==> src/spw_tx_consts.svh <==
`ifndef SPW_TX_CONSTS_SVH
`define SPW_TX_CONSTS_SVH

// --------------------------------------------------
// Field widths
// --------------------------------------------------
`define SPW_DATA_W          8
// Control flag plus one byte
`define SPW_NCHAR_W         9
`define SPW_TCODE_W         8
`define SPW_CREDIT_W        6
`define SPW_CREDIT_PER_FCT  8
// Highest credit a receiver may grant
`define SPW_CREDIT_MAX      56
`define SPW_FCT_PEND_W      3
`define SPW_BITCNT_W        4

// --------------------------------------------------
// Character lengths in bits
// --------------------------------------------------
`define SPW_LEN_NULL        8
`define SPW_LEN_FCT         4
`define SPW_LEN_EOP         4
`define SPW_LEN_DATA        10
`define SPW_LEN_TIMEC       14

// Control codes after parity and flag, bit 0 goes out first
`define SPW_CODE_FCT        2'b00
`define SPW_CODE_EOP        2'b10
`define SPW_CODE_EEP        2'b01
`define SPW_CODE_ESC        2'b11

`endif

==> src/spw_tx_pkg.sv <==
`include "spw_tx_consts.svh"

package spw_tx_pkg;

	// --------------------------------------------------
	// Character kinds handed from scheduler to serializer
	// --------------------------------------------------
	// CK_IDLE tells the serializer to stop at the next boundary
	typedef enum logic [2:0]
	{
		CK_NULL  = 3'd0,
		CK_FCT   = 3'd1,
		CK_EOP   = 3'd2,
		CK_EEP   = 3'd3,
		CK_DATA  = 3'd4,
		CK_TIMEC = 3'd5,
		CK_IDLE  = 3'd7
	} char_kind_t;

	// Counter types
	typedef logic [`SPW_CREDIT_W-1:0]   credit_t;
	typedef logic [`SPW_FCT_PEND_W-1:0] fct_pend_t;

	// Bit position inside one character
	typedef logic [`SPW_BITCNT_W-1:0]   bit_cnt_t;

endpackage

==> src/tx_char_scheduler.sv <==
`include "spw_tx_consts.svh"

module tx_char_scheduler (
	input  logic                    pclk_tx,
	input  logic                    enable_tx,
	input  logic                    send_null_tx,
	input  logic                    send_fct_tx,
	input  logic [`SPW_NCHAR_W-1:0] tx_data_in,
	input  logic                    process_data,
	input  logic [`SPW_TCODE_W-1:0] tx_tcode_in,
	input  logic                    tcode_rdy_trnsp,
	input  spw_tx_pkg::credit_t     credit,
	input  spw_tx_pkg::fct_pend_t   fct_pending,
	input  logic                    char_end,
	output spw_tx_pkg::char_kind_t  next_kind,
	output logic [`SPW_DATA_W-1:0]  next_payload,
	output logic                    ready_tx_data,
	output logic                    ready_tx_timecode,
	output logic                    char_sent,
	output logic                    fct_sent
);
	import spw_tx_pkg::*;

	typedef enum logic {ST_IDLE, ST_RUN} sched_state_t;

	sched_state_t state;
	char_kind_t   pick_kind;
	char_kind_t   data_kind;
	logic         take_tc;
	logic         take_fct;
	logic         take_data;

	// Flag set means EOP or EEP in the low bits
	always_comb
	begin
		if (!tx_data_in[`SPW_DATA_W])
			data_kind = CK_DATA;
		else if (tx_data_in[0])
			data_kind = CK_EEP;
		else
			data_kind = CK_EOP;
	end

	// --------------------------------------------------
	// Priority: time-code, FCT, N-char, then NULL
	// --------------------------------------------------
	always_comb
	begin
		pick_kind = CK_NULL;
		take_tc   = 1'b0;
		take_fct  = 1'b0;
		take_data = 1'b0;
		if (send_fct_tx)
		begin
			if (tcode_rdy_trnsp)
			begin
				pick_kind = CK_TIMEC;
				take_tc   = 1'b1;
			end
			else if (fct_pending != '0)
			begin
				pick_kind = CK_FCT;
				take_fct  = 1'b1;
			end
			else if (process_data && credit != '0)
			begin
				pick_kind = data_kind;
				take_data = 1'b1;
			end
		end
	end

	always_ff @(posedge pclk_tx or negedge enable_tx)
	begin
		if (!enable_tx)
		begin
			state             <= ST_IDLE;
			next_kind         <= CK_IDLE;
			ready_tx_data     <= 1'b0;
			ready_tx_timecode <= 1'b0;
			char_sent         <= 1'b0;
			fct_sent          <= 1'b0;
		end
		else
		begin
			ready_tx_data     <= 1'b0;
			ready_tx_timecode <= 1'b0;
			char_sent         <= 1'b0;
			fct_sent          <= 1'b0;
			case (state)
			ST_IDLE:
			begin
				// Link always opens with a NULL
				if (send_null_tx)
				begin
					state     <= ST_RUN;
					next_kind <= CK_NULL;
				end
			end
			default:
			begin
				if (char_end)
				begin
					if (!send_null_tx)
					begin
						state     <= ST_IDLE;
						next_kind <= CK_IDLE;
					end
					else
					begin
						next_kind         <= pick_kind;
						ready_tx_data     <= take_data;
						ready_tx_timecode <= take_tc;
						char_sent         <= take_data;
						fct_sent          <= take_fct;
					end
				end
			end
			endcase
		end
	end

	// Payload latched at the same boundary as the choice
	always_ff @(posedge pclk_tx)
	begin
		if (char_end && state == ST_RUN)
			next_payload <= take_tc ? tx_tcode_in : tx_data_in[`SPW_DATA_W-1:0];
	end

	// Source may only present EOP (00) or EEP (01) with the flag set
	a_ctrl_legal: assert property (@(posedge pclk_tx) disable iff (!enable_tx)
		ready_tx_data |-> !($past(tx_data_in[`SPW_DATA_W]) && $past(tx_data_in[1])))
		else $error("illegal control value taken from data port");

endmodule

==> src/tx_ds_encoder.sv <==
module tx_ds_encoder (
	input  logic pclk_tx,
	input  logic enable_tx,
	input  logic bit_out,
	input  logic bit_valid,
	output logic tx_dout,
	output logic tx_sout
);

	// --------------------------------------------------
	// Data-strobe line encoding
	// --------------------------------------------------
	// Strobe flips only when data repeats, so one line moves per bit
	always_ff @(posedge pclk_tx or negedge enable_tx)
	begin
		if (!enable_tx)
		begin
			tx_dout <= 1'b0;
			tx_sout <= 1'b0;
		end
		else if (bit_valid)
		begin
			tx_dout <= bit_out;
			if (bit_out == tx_dout)
				tx_sout <= ~tx_sout;
		end
	end

endmodule

==> src/tx_spw_top.sv <==
`include "spw_tx_consts.svh"

module tx_spw_top (
	input  logic                    pclk_tx,
	input  logic                    enable_tx,
	input  logic                    send_null_tx,
	input  logic                    send_fct_tx,
	input  logic [`SPW_NCHAR_W-1:0] tx_data_in,
	input  logic                    process_data,
	input  logic                    gotfct_tx,
	input  logic                    send_fct_now,
	input  logic [`SPW_TCODE_W-1:0] tx_tcode_in,
	input  logic                    tcode_rdy_trnsp,
	output logic                    ready_tx_data,
	output logic                    ready_tx_timecode,
	output spw_tx_pkg::credit_t     fct_counter_p,
	output logic                    tx_dout,
	output logic                    tx_sout
);
	import spw_tx_pkg::*;

	fct_pend_t              fct_pending;
	char_kind_t             next_kind;
	logic [`SPW_DATA_W-1:0] next_payload;
	logic                   char_end;
	logic                   char_sent;
	logic                   fct_sent;
	logic                   bit_out;
	logic                   bit_valid;

	// --------------------------------------------------
	// Credit and pending FCT counters
	// --------------------------------------------------
	tx_token_counter #(
		.count_t  (credit_t),
		.add_step (`SPW_CREDIT_PER_FCT),
		.limit    (`SPW_CREDIT_MAX)
	) credit_cnt_i (
		.pclk_tx   (pclk_tx),
		.enable_tx (enable_tx),
		.add       (gotfct_tx),
		.take      (char_sent),
		.count     (fct_counter_p)
	);

	tx_token_counter #(
		.count_t  (fct_pend_t),
		.add_step (1)
	) fct_pend_i (
		.pclk_tx   (pclk_tx),
		.enable_tx (enable_tx),
		.add       (send_fct_now),
		.take      (fct_sent),
		.count     (fct_pending)
	);

	// --------------------------------------------------
	// Scheduler, serializer, line encoder
	// --------------------------------------------------
	tx_char_scheduler sched_i (
		.pclk_tx           (pclk_tx),
		.enable_tx         (enable_tx),
		.send_null_tx      (send_null_tx),
		.send_fct_tx       (send_fct_tx),
		.tx_data_in        (tx_data_in),
		.process_data      (process_data),
		.tx_tcode_in       (tx_tcode_in),
		.tcode_rdy_trnsp   (tcode_rdy_trnsp),
		.credit            (fct_counter_p),
		.fct_pending       (fct_pending),
		.char_end          (char_end),
		.next_kind         (next_kind),
		.next_payload      (next_payload),
		.ready_tx_data     (ready_tx_data),
		.ready_tx_timecode (ready_tx_timecode),
		.char_sent         (char_sent),
		.fct_sent          (fct_sent)
	);

	tx_symbol_serializer ser_i (
		.pclk_tx      (pclk_tx),
		.enable_tx    (enable_tx),
		.next_kind    (next_kind),
		.next_payload (next_payload),
		.char_end     (char_end),
		.bit_out      (bit_out),
		.bit_valid    (bit_valid)
	);

	tx_ds_encoder ds_i (
		.pclk_tx   (pclk_tx),
		.enable_tx (enable_tx),
		.bit_out   (bit_out),
		.bit_valid (bit_valid),
		.tx_dout   (tx_dout),
		.tx_sout   (tx_sout)
	);

endmodule

==> src/tx_symbol_serializer.sv <==
`include "spw_tx_consts.svh"

module tx_symbol_serializer (
	input  logic                   pclk_tx,
	input  logic                   enable_tx,
	input  spw_tx_pkg::char_kind_t next_kind,
	input  logic [`SPW_DATA_W-1:0] next_payload,
	output logic                   char_end,
	output logic                   bit_out,
	output logic                   bit_valid
);
	import spw_tx_pkg::*;

	localparam logic esc_par = ^`SPW_CODE_ESC;

	logic                      busy;
	bit_cnt_t                  bit_cnt;
	bit_cnt_t                  last_idx;
	logic                      data_par;
	logic [`SPW_LEN_TIMEC-1:0] shreg;
	logic [`SPW_LEN_TIMEC-1:0] pattern;
	bit_cnt_t                  pat_last;
	logic                      pat_par;
	logic                      load_go;

	assign char_end  = busy && (bit_cnt == last_idx);
	assign bit_out   = shreg[0];
	assign bit_valid = busy;
	assign load_go   = (!busy || char_end) && (next_kind != CK_IDLE);

	// --------------------------------------------------
	// Character image, parity in bit 0
	// --------------------------------------------------
	// data_par still holds the data bits of the character on the line
	always_comb
	begin
		pattern  = '0;
		pat_last = '0;
		pat_par  = data_par;
		case (next_kind)
		CK_NULL:
		begin
			pattern[`SPW_LEN_NULL-1:0] = {`SPW_CODE_FCT, 1'b1, ~(esc_par ^ 1'b1),
				`SPW_CODE_ESC, 1'b1, data_par};
			pat_last = bit_cnt_t'(`SPW_LEN_NULL - 1);
			pat_par  = ^`SPW_CODE_FCT;
		end
		CK_FCT:
		begin
			pattern[`SPW_LEN_FCT-1:0] = {`SPW_CODE_FCT, 1'b1, data_par};
			pat_last = bit_cnt_t'(`SPW_LEN_FCT - 1);
			pat_par  = ^`SPW_CODE_FCT;
		end
		CK_EOP:
		begin
			pattern[`SPW_LEN_EOP-1:0] = {`SPW_CODE_EOP, 1'b1, data_par};
			pat_last = bit_cnt_t'(`SPW_LEN_EOP - 1);
			pat_par  = ^`SPW_CODE_EOP;
		end
		CK_EEP:
		begin
			pattern[`SPW_LEN_EOP-1:0] = {`SPW_CODE_EEP, 1'b1, data_par};
			pat_last = bit_cnt_t'(`SPW_LEN_EOP - 1);
			pat_par  = ^`SPW_CODE_EEP;
		end
		CK_DATA:
		begin
			pattern[`SPW_LEN_DATA-1:0] = {next_payload, 1'b0, ~data_par};
			pat_last = bit_cnt_t'(`SPW_LEN_DATA - 1);
			pat_par  = ^next_payload;
		end
		CK_TIMEC:
		begin
			// ESC then a data character carrying the time
			pattern  = {next_payload, 1'b0, ~esc_par, `SPW_CODE_ESC, 1'b1, data_par};
			pat_last = bit_cnt_t'(`SPW_LEN_TIMEC - 1);
			pat_par  = ^next_payload;
		end
		default:
		begin
			pattern = '0;
		end
		endcase
	end

	always_ff @(posedge pclk_tx or negedge enable_tx)
	begin
		if (!enable_tx)
		begin
			busy     <= 1'b0;
			bit_cnt  <= '0;
			last_idx <= '0;
			data_par <= 1'b0;
		end
		else if (load_go)
		begin
			busy     <= 1'b1;
			bit_cnt  <= '0;
			last_idx <= pat_last;
			data_par <= pat_par;
		end
		else if (char_end)
			busy <= 1'b0;
		else if (busy)
			bit_cnt <= bit_cnt + 1'b1;
	end

	// Shifted out LSB first
	always_ff @(posedge pclk_tx)
	begin
		if (load_go)
			shreg <= pattern;
		else
			shreg <= shreg >> 1;
	end

	// Boundary must fall exactly one character length after the load
	a_len_null: assert property (@(posedge pclk_tx) disable iff (!enable_tx)
		(load_go && next_kind == CK_NULL) |-> ##(`SPW_LEN_NULL) char_end)
		else $error("NULL length mismatch");
	a_len_fct: assert property (@(posedge pclk_tx) disable iff (!enable_tx)
		(load_go && next_kind == CK_FCT) |-> ##(`SPW_LEN_FCT) char_end)
		else $error("FCT length mismatch");
	a_len_eop: assert property (@(posedge pclk_tx) disable iff (!enable_tx)
		(load_go && next_kind inside {CK_EOP, CK_EEP}) |-> ##(`SPW_LEN_EOP) char_end)
		else $error("EOP/EEP length mismatch");
	a_len_data: assert property (@(posedge pclk_tx) disable iff (!enable_tx)
		(load_go && next_kind == CK_DATA) |-> ##(`SPW_LEN_DATA) char_end)
		else $error("data character length mismatch");
	a_len_timec: assert property (@(posedge pclk_tx) disable iff (!enable_tx)
		(load_go && next_kind == CK_TIMEC) |-> ##(`SPW_LEN_TIMEC) char_end)
		else $error("time-code length mismatch");

endmodule

==> src/tx_token_counter.sv <==
module tx_token_counter #(
	parameter type count_t  = logic [3:0],
	parameter int  add_step = 1,
	parameter int  limit    = (1 << $bits(count_t)) - 1
) (
	input  logic   pclk_tx,
	input  logic   enable_tx,
	input  logic   add,
	input  logic   take,
	output count_t count
);

	int sum;

	// Add and take may land in the same cycle
	always_comb
	begin
		sum = int'(count);
		if (add)
			sum = sum + add_step;
		if (take)
			sum = sum - 1;
		if (sum > limit)
			sum = limit;
		else if (sum < 0)
			sum = 0;
	end

	always_ff @(posedge pclk_tx or negedge enable_tx)
	begin
		if (!enable_tx)
			count <= '0;
		else
			count <= count_t'(sum);
	end

	// Consumer only takes a token it saw at its last decision
	a_no_underflow: assert property (@(posedge pclk_tx) disable iff (!enable_tx)
		take |-> count != '0)
		else $error("token taken from empty counter");

	// Single requests merge at the limit, bulk grants must never be clipped
	a_no_overflow: assert property (@(posedge pclk_tx) disable iff (!enable_tx)
		(add && add_step > 1) |-> (int'(count) + add_step - int'(take)) <= limit)
		else $error("token grant beyond limit");

endmodule

==> config.mk <==
export PLATFORM = sky130hd
export DESIGN_NAME = tx_spw_top
export DESIGN_NICKNAME = d
export VERILOG_FILES = /design/src/spw_tx_pkg.sv /design/src/tx_char_scheduler.sv /design/src/tx_ds_encoder.sv /design/src/tx_spw_top.sv /design/src/tx_symbol_serializer.sv /design/src/tx_token_counter.sv
export VERILOG_INCLUDE_DIRS = /design/src /design/src/src
export SDC_FILE = /design/constraint.sdc
export NUM_CORES = 1
export LEC_CHECK = 0
export ABC_AREA = 1
export BUFFER_PORTS_ARGS = -buffer_cell sky130_fd_sc_hd__buf_2
export CORE_MARGIN = 2
export CORE_UTILIZATION = 58
export CTS_BUF_LIST = sky130_fd_sc_hd__clkbuf_16
export CTS_CLUSTER_DIAMETER = 30
export DETAILED_ROUTE_END_ITERATION = 6
export PLACE_DENSITY = 0.9
export SYNTH_ARGS = -nofsm -noshare
export SYNTH_HDL_FRONTEND = slang
export SYNTH_SLANG_ARGS = --single-unit
==> constraint.sdc <==
create_clock -name pclk_tx -period 2.6 [get_ports pclk_tx]
set_input_delay 0.39 -clock pclk_tx [delete_from_list [all_inputs] [get_ports pclk_tx]]
set_output_delay 0.39 -clock pclk_tx [all_outputs]
set_load 0.005 [all_outputs]
==> impl_metrics.env <==
export IMPL_rsz0062_at_grt="false"
export IMPL_drtIter0Drc=187
export IMPL_io_buffer_count=34
export IMPL_dpl_cell_area_um2=3050
export IMPL_seqCellArea_um2=1220
export IMPL_final_antenna_net_count=0
export IMPL_fmax_ghz=0.474
export IMPL_drt_wl_total_mm=5.70
export IMPL_synth_edff_count=8
export IMPL_multi_input_area_um2=1430
export IMPL_design_area_um2=3220
export IMPL_core_region_area_um2=4720
export IMPL_netlist_top_cells_area="dfrtp_1 (22%), nand2_1 (20%), dfxtp_1 (9.9%)"
export IMPL_die_w_um=74.0
export IMPL_finish_utilization_pct=68.2
export IMPL_route_detailed_drc=0
export IMPL_routedWlPerCell_um=11.8
export IMPL_hold_viol_final=0
export IMPL_clock_latency_ps=290
export IMPL_io_pins=35
export IMPL_synthCells=376
export IMPL_n_antenna_cell=0
export IMPL_drive_above_1_share_pct=16.4
export IMPL_synth_top_area_share_pct=22.0
export IMPL_syn_area_per_cell_um2=7.56
export IMPL_cpLargestDelayFamily="simple AND/OR/NAND/NOR gates"
export IMPL_peakVddDrop_mv=0.584
export IMPL_synthFlopType="dfrtp_1"
export IMPL_syn_cell_area_um2=2840
export IMPL_wl_met3_um=275
export IMPL_fin_crit_ps=2110
export IMPL_slowest_stage="dfrtp_1"
export IMPL_power_density_nw_per_um2=1130
export IMPL_dp_cells=474
export IMPL_finalSetupViolations=0
export IMPL_wl_met2_mm=2.78
export IMPL_htree_num_levels=2
export IMPL_crit_path_cell_trace="ha_1, nand2_1, nand2_1, nand2_1, inv_1, nor3_1, ha_1, nor3b_1, o21ai_0, nand2_2, o21ai_2, nor2_1"
export IMPL_dieArea_um2=5480
export IMPL_n_fill_cell=375
export IMPL_grt_overflow=0
export IMPL_avgViaCountPerCell=5.23
export IMPL_ys_ff_latch=50
export IMPL_numClockSinks=50
export IMPL_hp_class="in -> async"
export IMPL_post_cts_resized=0
export IMPL_die_height_um=74.0
export IMPL_yosysWarnings=0
export IMPL_place_ws_ps=549
export IMPL_clk_pin_slew_ps=70
export IMPL_nNetsFinal=448
export IMPL_grt_pass1_wl_mm=9.67
export IMPL_globalplace_congestion=0.917
export IMPL_yosysSeqAreaShare_pct=43.1
export IMPL_end_kind="flip-flop"
export IMPL_cts_made_buffers=5
export IMPL_worst_pin_slew_ps=614
export IMPL_firstDrtPassIters=6
export IMPL_finClkSkew_ps=5.50
export IMPL_worstSetupPathType="reg -> reg"
export IMPL_ctsHoldBuffers=0
export IMPL_relSlewSlack_pct=59.0
export IMPL_cts_buffer_depth=2
export IMPL_initial_core_util_pct=60.2
export IMPL_cp_max_fo=6
export IMPL_grt_max_degree=29
export IMPL_reg2reg_slack_ps=490
export IMPL_required_ps=2780
export IMPL_cp_num_buf_inv=1
export IMPL_fin_crit_sh_pct=81.1
export IMPL_ys_async_sr_fraction_pct=56.0
export IMPL_worstReg2RegStart="credit_cnt_i.count[3]"
export IMPL_grt_antenna_before_repair=0
export IMPL_topRoutingLayerUsed="met4"
export IMPL_yosysTopAreaCell="dfrtp_1"
export IMPL_slowest_delay_ps=440
export IMPL_dp_hpwl_mm=4.32
export IMPL_yosysUniqueCellTypes=36
export IMPL_post_cts_buffers=0
export IMPL_max_cap_violations=0
export IMPL_reg2reg_depth=12
export IMPL_area_growth_pct=13.4
export IMPL_clock_root_buffer="clkbuf_16"
export IMPL_layout_setup_ws_ps=491
export IMPL_num_rows=25
export IMPL_cts_tree="done"
export IMPL_outcome="complete, no violations"
export IMPL_crit_top_cell="nand2_1"
export IMPL_grtUsageTotal_pct=22.6
export IMPL_regToRegEndpoint="credit_cnt_i.count[1]"
export IMPL_setup_tns_ps=0
export IMPL_grt_pass1_vias=2314
export IMPL_wl_met1_mm=2.56
export IMPL_vias=2522
export IMPL_fin_cells=482
export IMPL_syn_num_nets=410
export IMPL_slew_viol_final=0
export IMPL_worstPathArrival_ps=2290
export IMPL_p_leak_nw=1.64
export IMPL_crit_path_start_kind="flip-flop"
## layout make-up
class	instances	area share (%)
Clock buffer	6	4.66
Inverter	38	4.43
Tap cell	67	2.60
Timing Repair Buffer	34	5.28
Clock inverter	2	0.544
Multi-Input combinational cell	285	44.5
Sequential cell	50	38.0
## metal layers
metal | up-vias | track usage, %
li1 | 1270 | -
met1 | 1161 | 28.2
met2 | 83 | 38.6
met3 | 8 | 5.42
met4 | 0 | 8.08
met5 | - | 0
## flip-flops by register name, summed over array words and instances, names as in the netlist, 3 cells and up
signal                count
credit_cnt_i.count        6
fct_pend_i.count          3
sched_i.next_kind         3
sched_i.next_payload      8
ser_i.bit_cnt             4
ser_i.last_idx            4
ser_i.shreg              14
## synth_stat cells (3+ instances only)
library cell	instances
inv_2	4
ha_1	9
dfxtp_1	14
nor3_1	3
inv_1	33
nor2_1	23
o21ai_1	5
o21ai_2	6
xnor2_1	6
dfrtp_1	25
o21ai_0	18
xor2_1	10
nand3_1	26
nor2_2	3
nand4_1	3
a21oi_1	4
edfxtp_1	8
dfstp_2	3
nand2_1	153
## where the power goes
group / total, W / switching [W] / internal [W]
Sequential: 0.00133 / 0.000236 / 0.00110
Combinational: 0.00157 / 0.00101 / 0.000567
Clock: 0.000722 / 0.000299 / 0.000423
Total: 0.00363 / 0.00154 / 0.00209
## placed cells by master, fill, tap and decap left out, types with 4 or more instances in the layout
cell type / n
dfrtp_1: 25
ha_1: 9
o21ai_1: 5
inv_2: 4
nand2_1: 153
nand3_1: 26
a21oi_1: 4
xnor2_1: 6
nor2_1: 23
clkbuf_16: 6
o21ai_0: 18
inv_1: 33
dfxtp_1: 14
buf_2: 34
xor2_1: 10
o21ai_2: 6
edfxtp_1: 8
## kinds of logic (layout without fill, tap and decap cells)
kind of cell / Yosys count / after routing / synth area share [%]
and+or+nand+nor: 222 / 222 / 33.4
DFF: 50 / 50 / 43.1
buffers and inverters: 41 / 80 / 6.47
AOI/OAI and AO/OA: 37 / 37 / 7.75
xor gates and xnor gates: 16 / 16 / 4.93
adders and majority gates: 9 / 9 / 3.96
muxes: 1 / 1 / 0.396
## how the worst max path moves through the flow
stage / startpoint / endpoint / slack, ps / cells after the start
2_1_floorplan: credit_cnt_i.count[3] / credit_cnt_i.count[0] / 730 / 12
3_3_place_gp: credit_cnt_i.count[3] / credit_cnt_i.count[0] / 680 / 12
3_5_place_dp: credit_cnt_i.count[3] / credit_cnt_i.count[2] / 550 / 12
4_1_cts: credit_cnt_i.count[3] / credit_cnt_i.count[1] / 520 / 12
5_1_grt: credit_cnt_i.count[3] / credit_cnt_i.count[1] / 350 / 12
6_report: credit_cnt_i.count[3] / credit_cnt_i.count[1] / 490 / 12
## stage by stage
| stage | hold slack [ps] | power, W |
|---|---|---|
| 6_report | 105 | 0.00363 |
| 5_1_grt | 156 | 0.00393 |
| 4_1_cts | 122 | 0.00364 |
| 3_5_place_dp | 406 | 0.00290 |
| 3_3_place_gp | 400 | 0.00279 |
| 2_1_floorplan | 94.4 | 0.00258 |
Note: power is estimated with default switching activity, not from simulation.
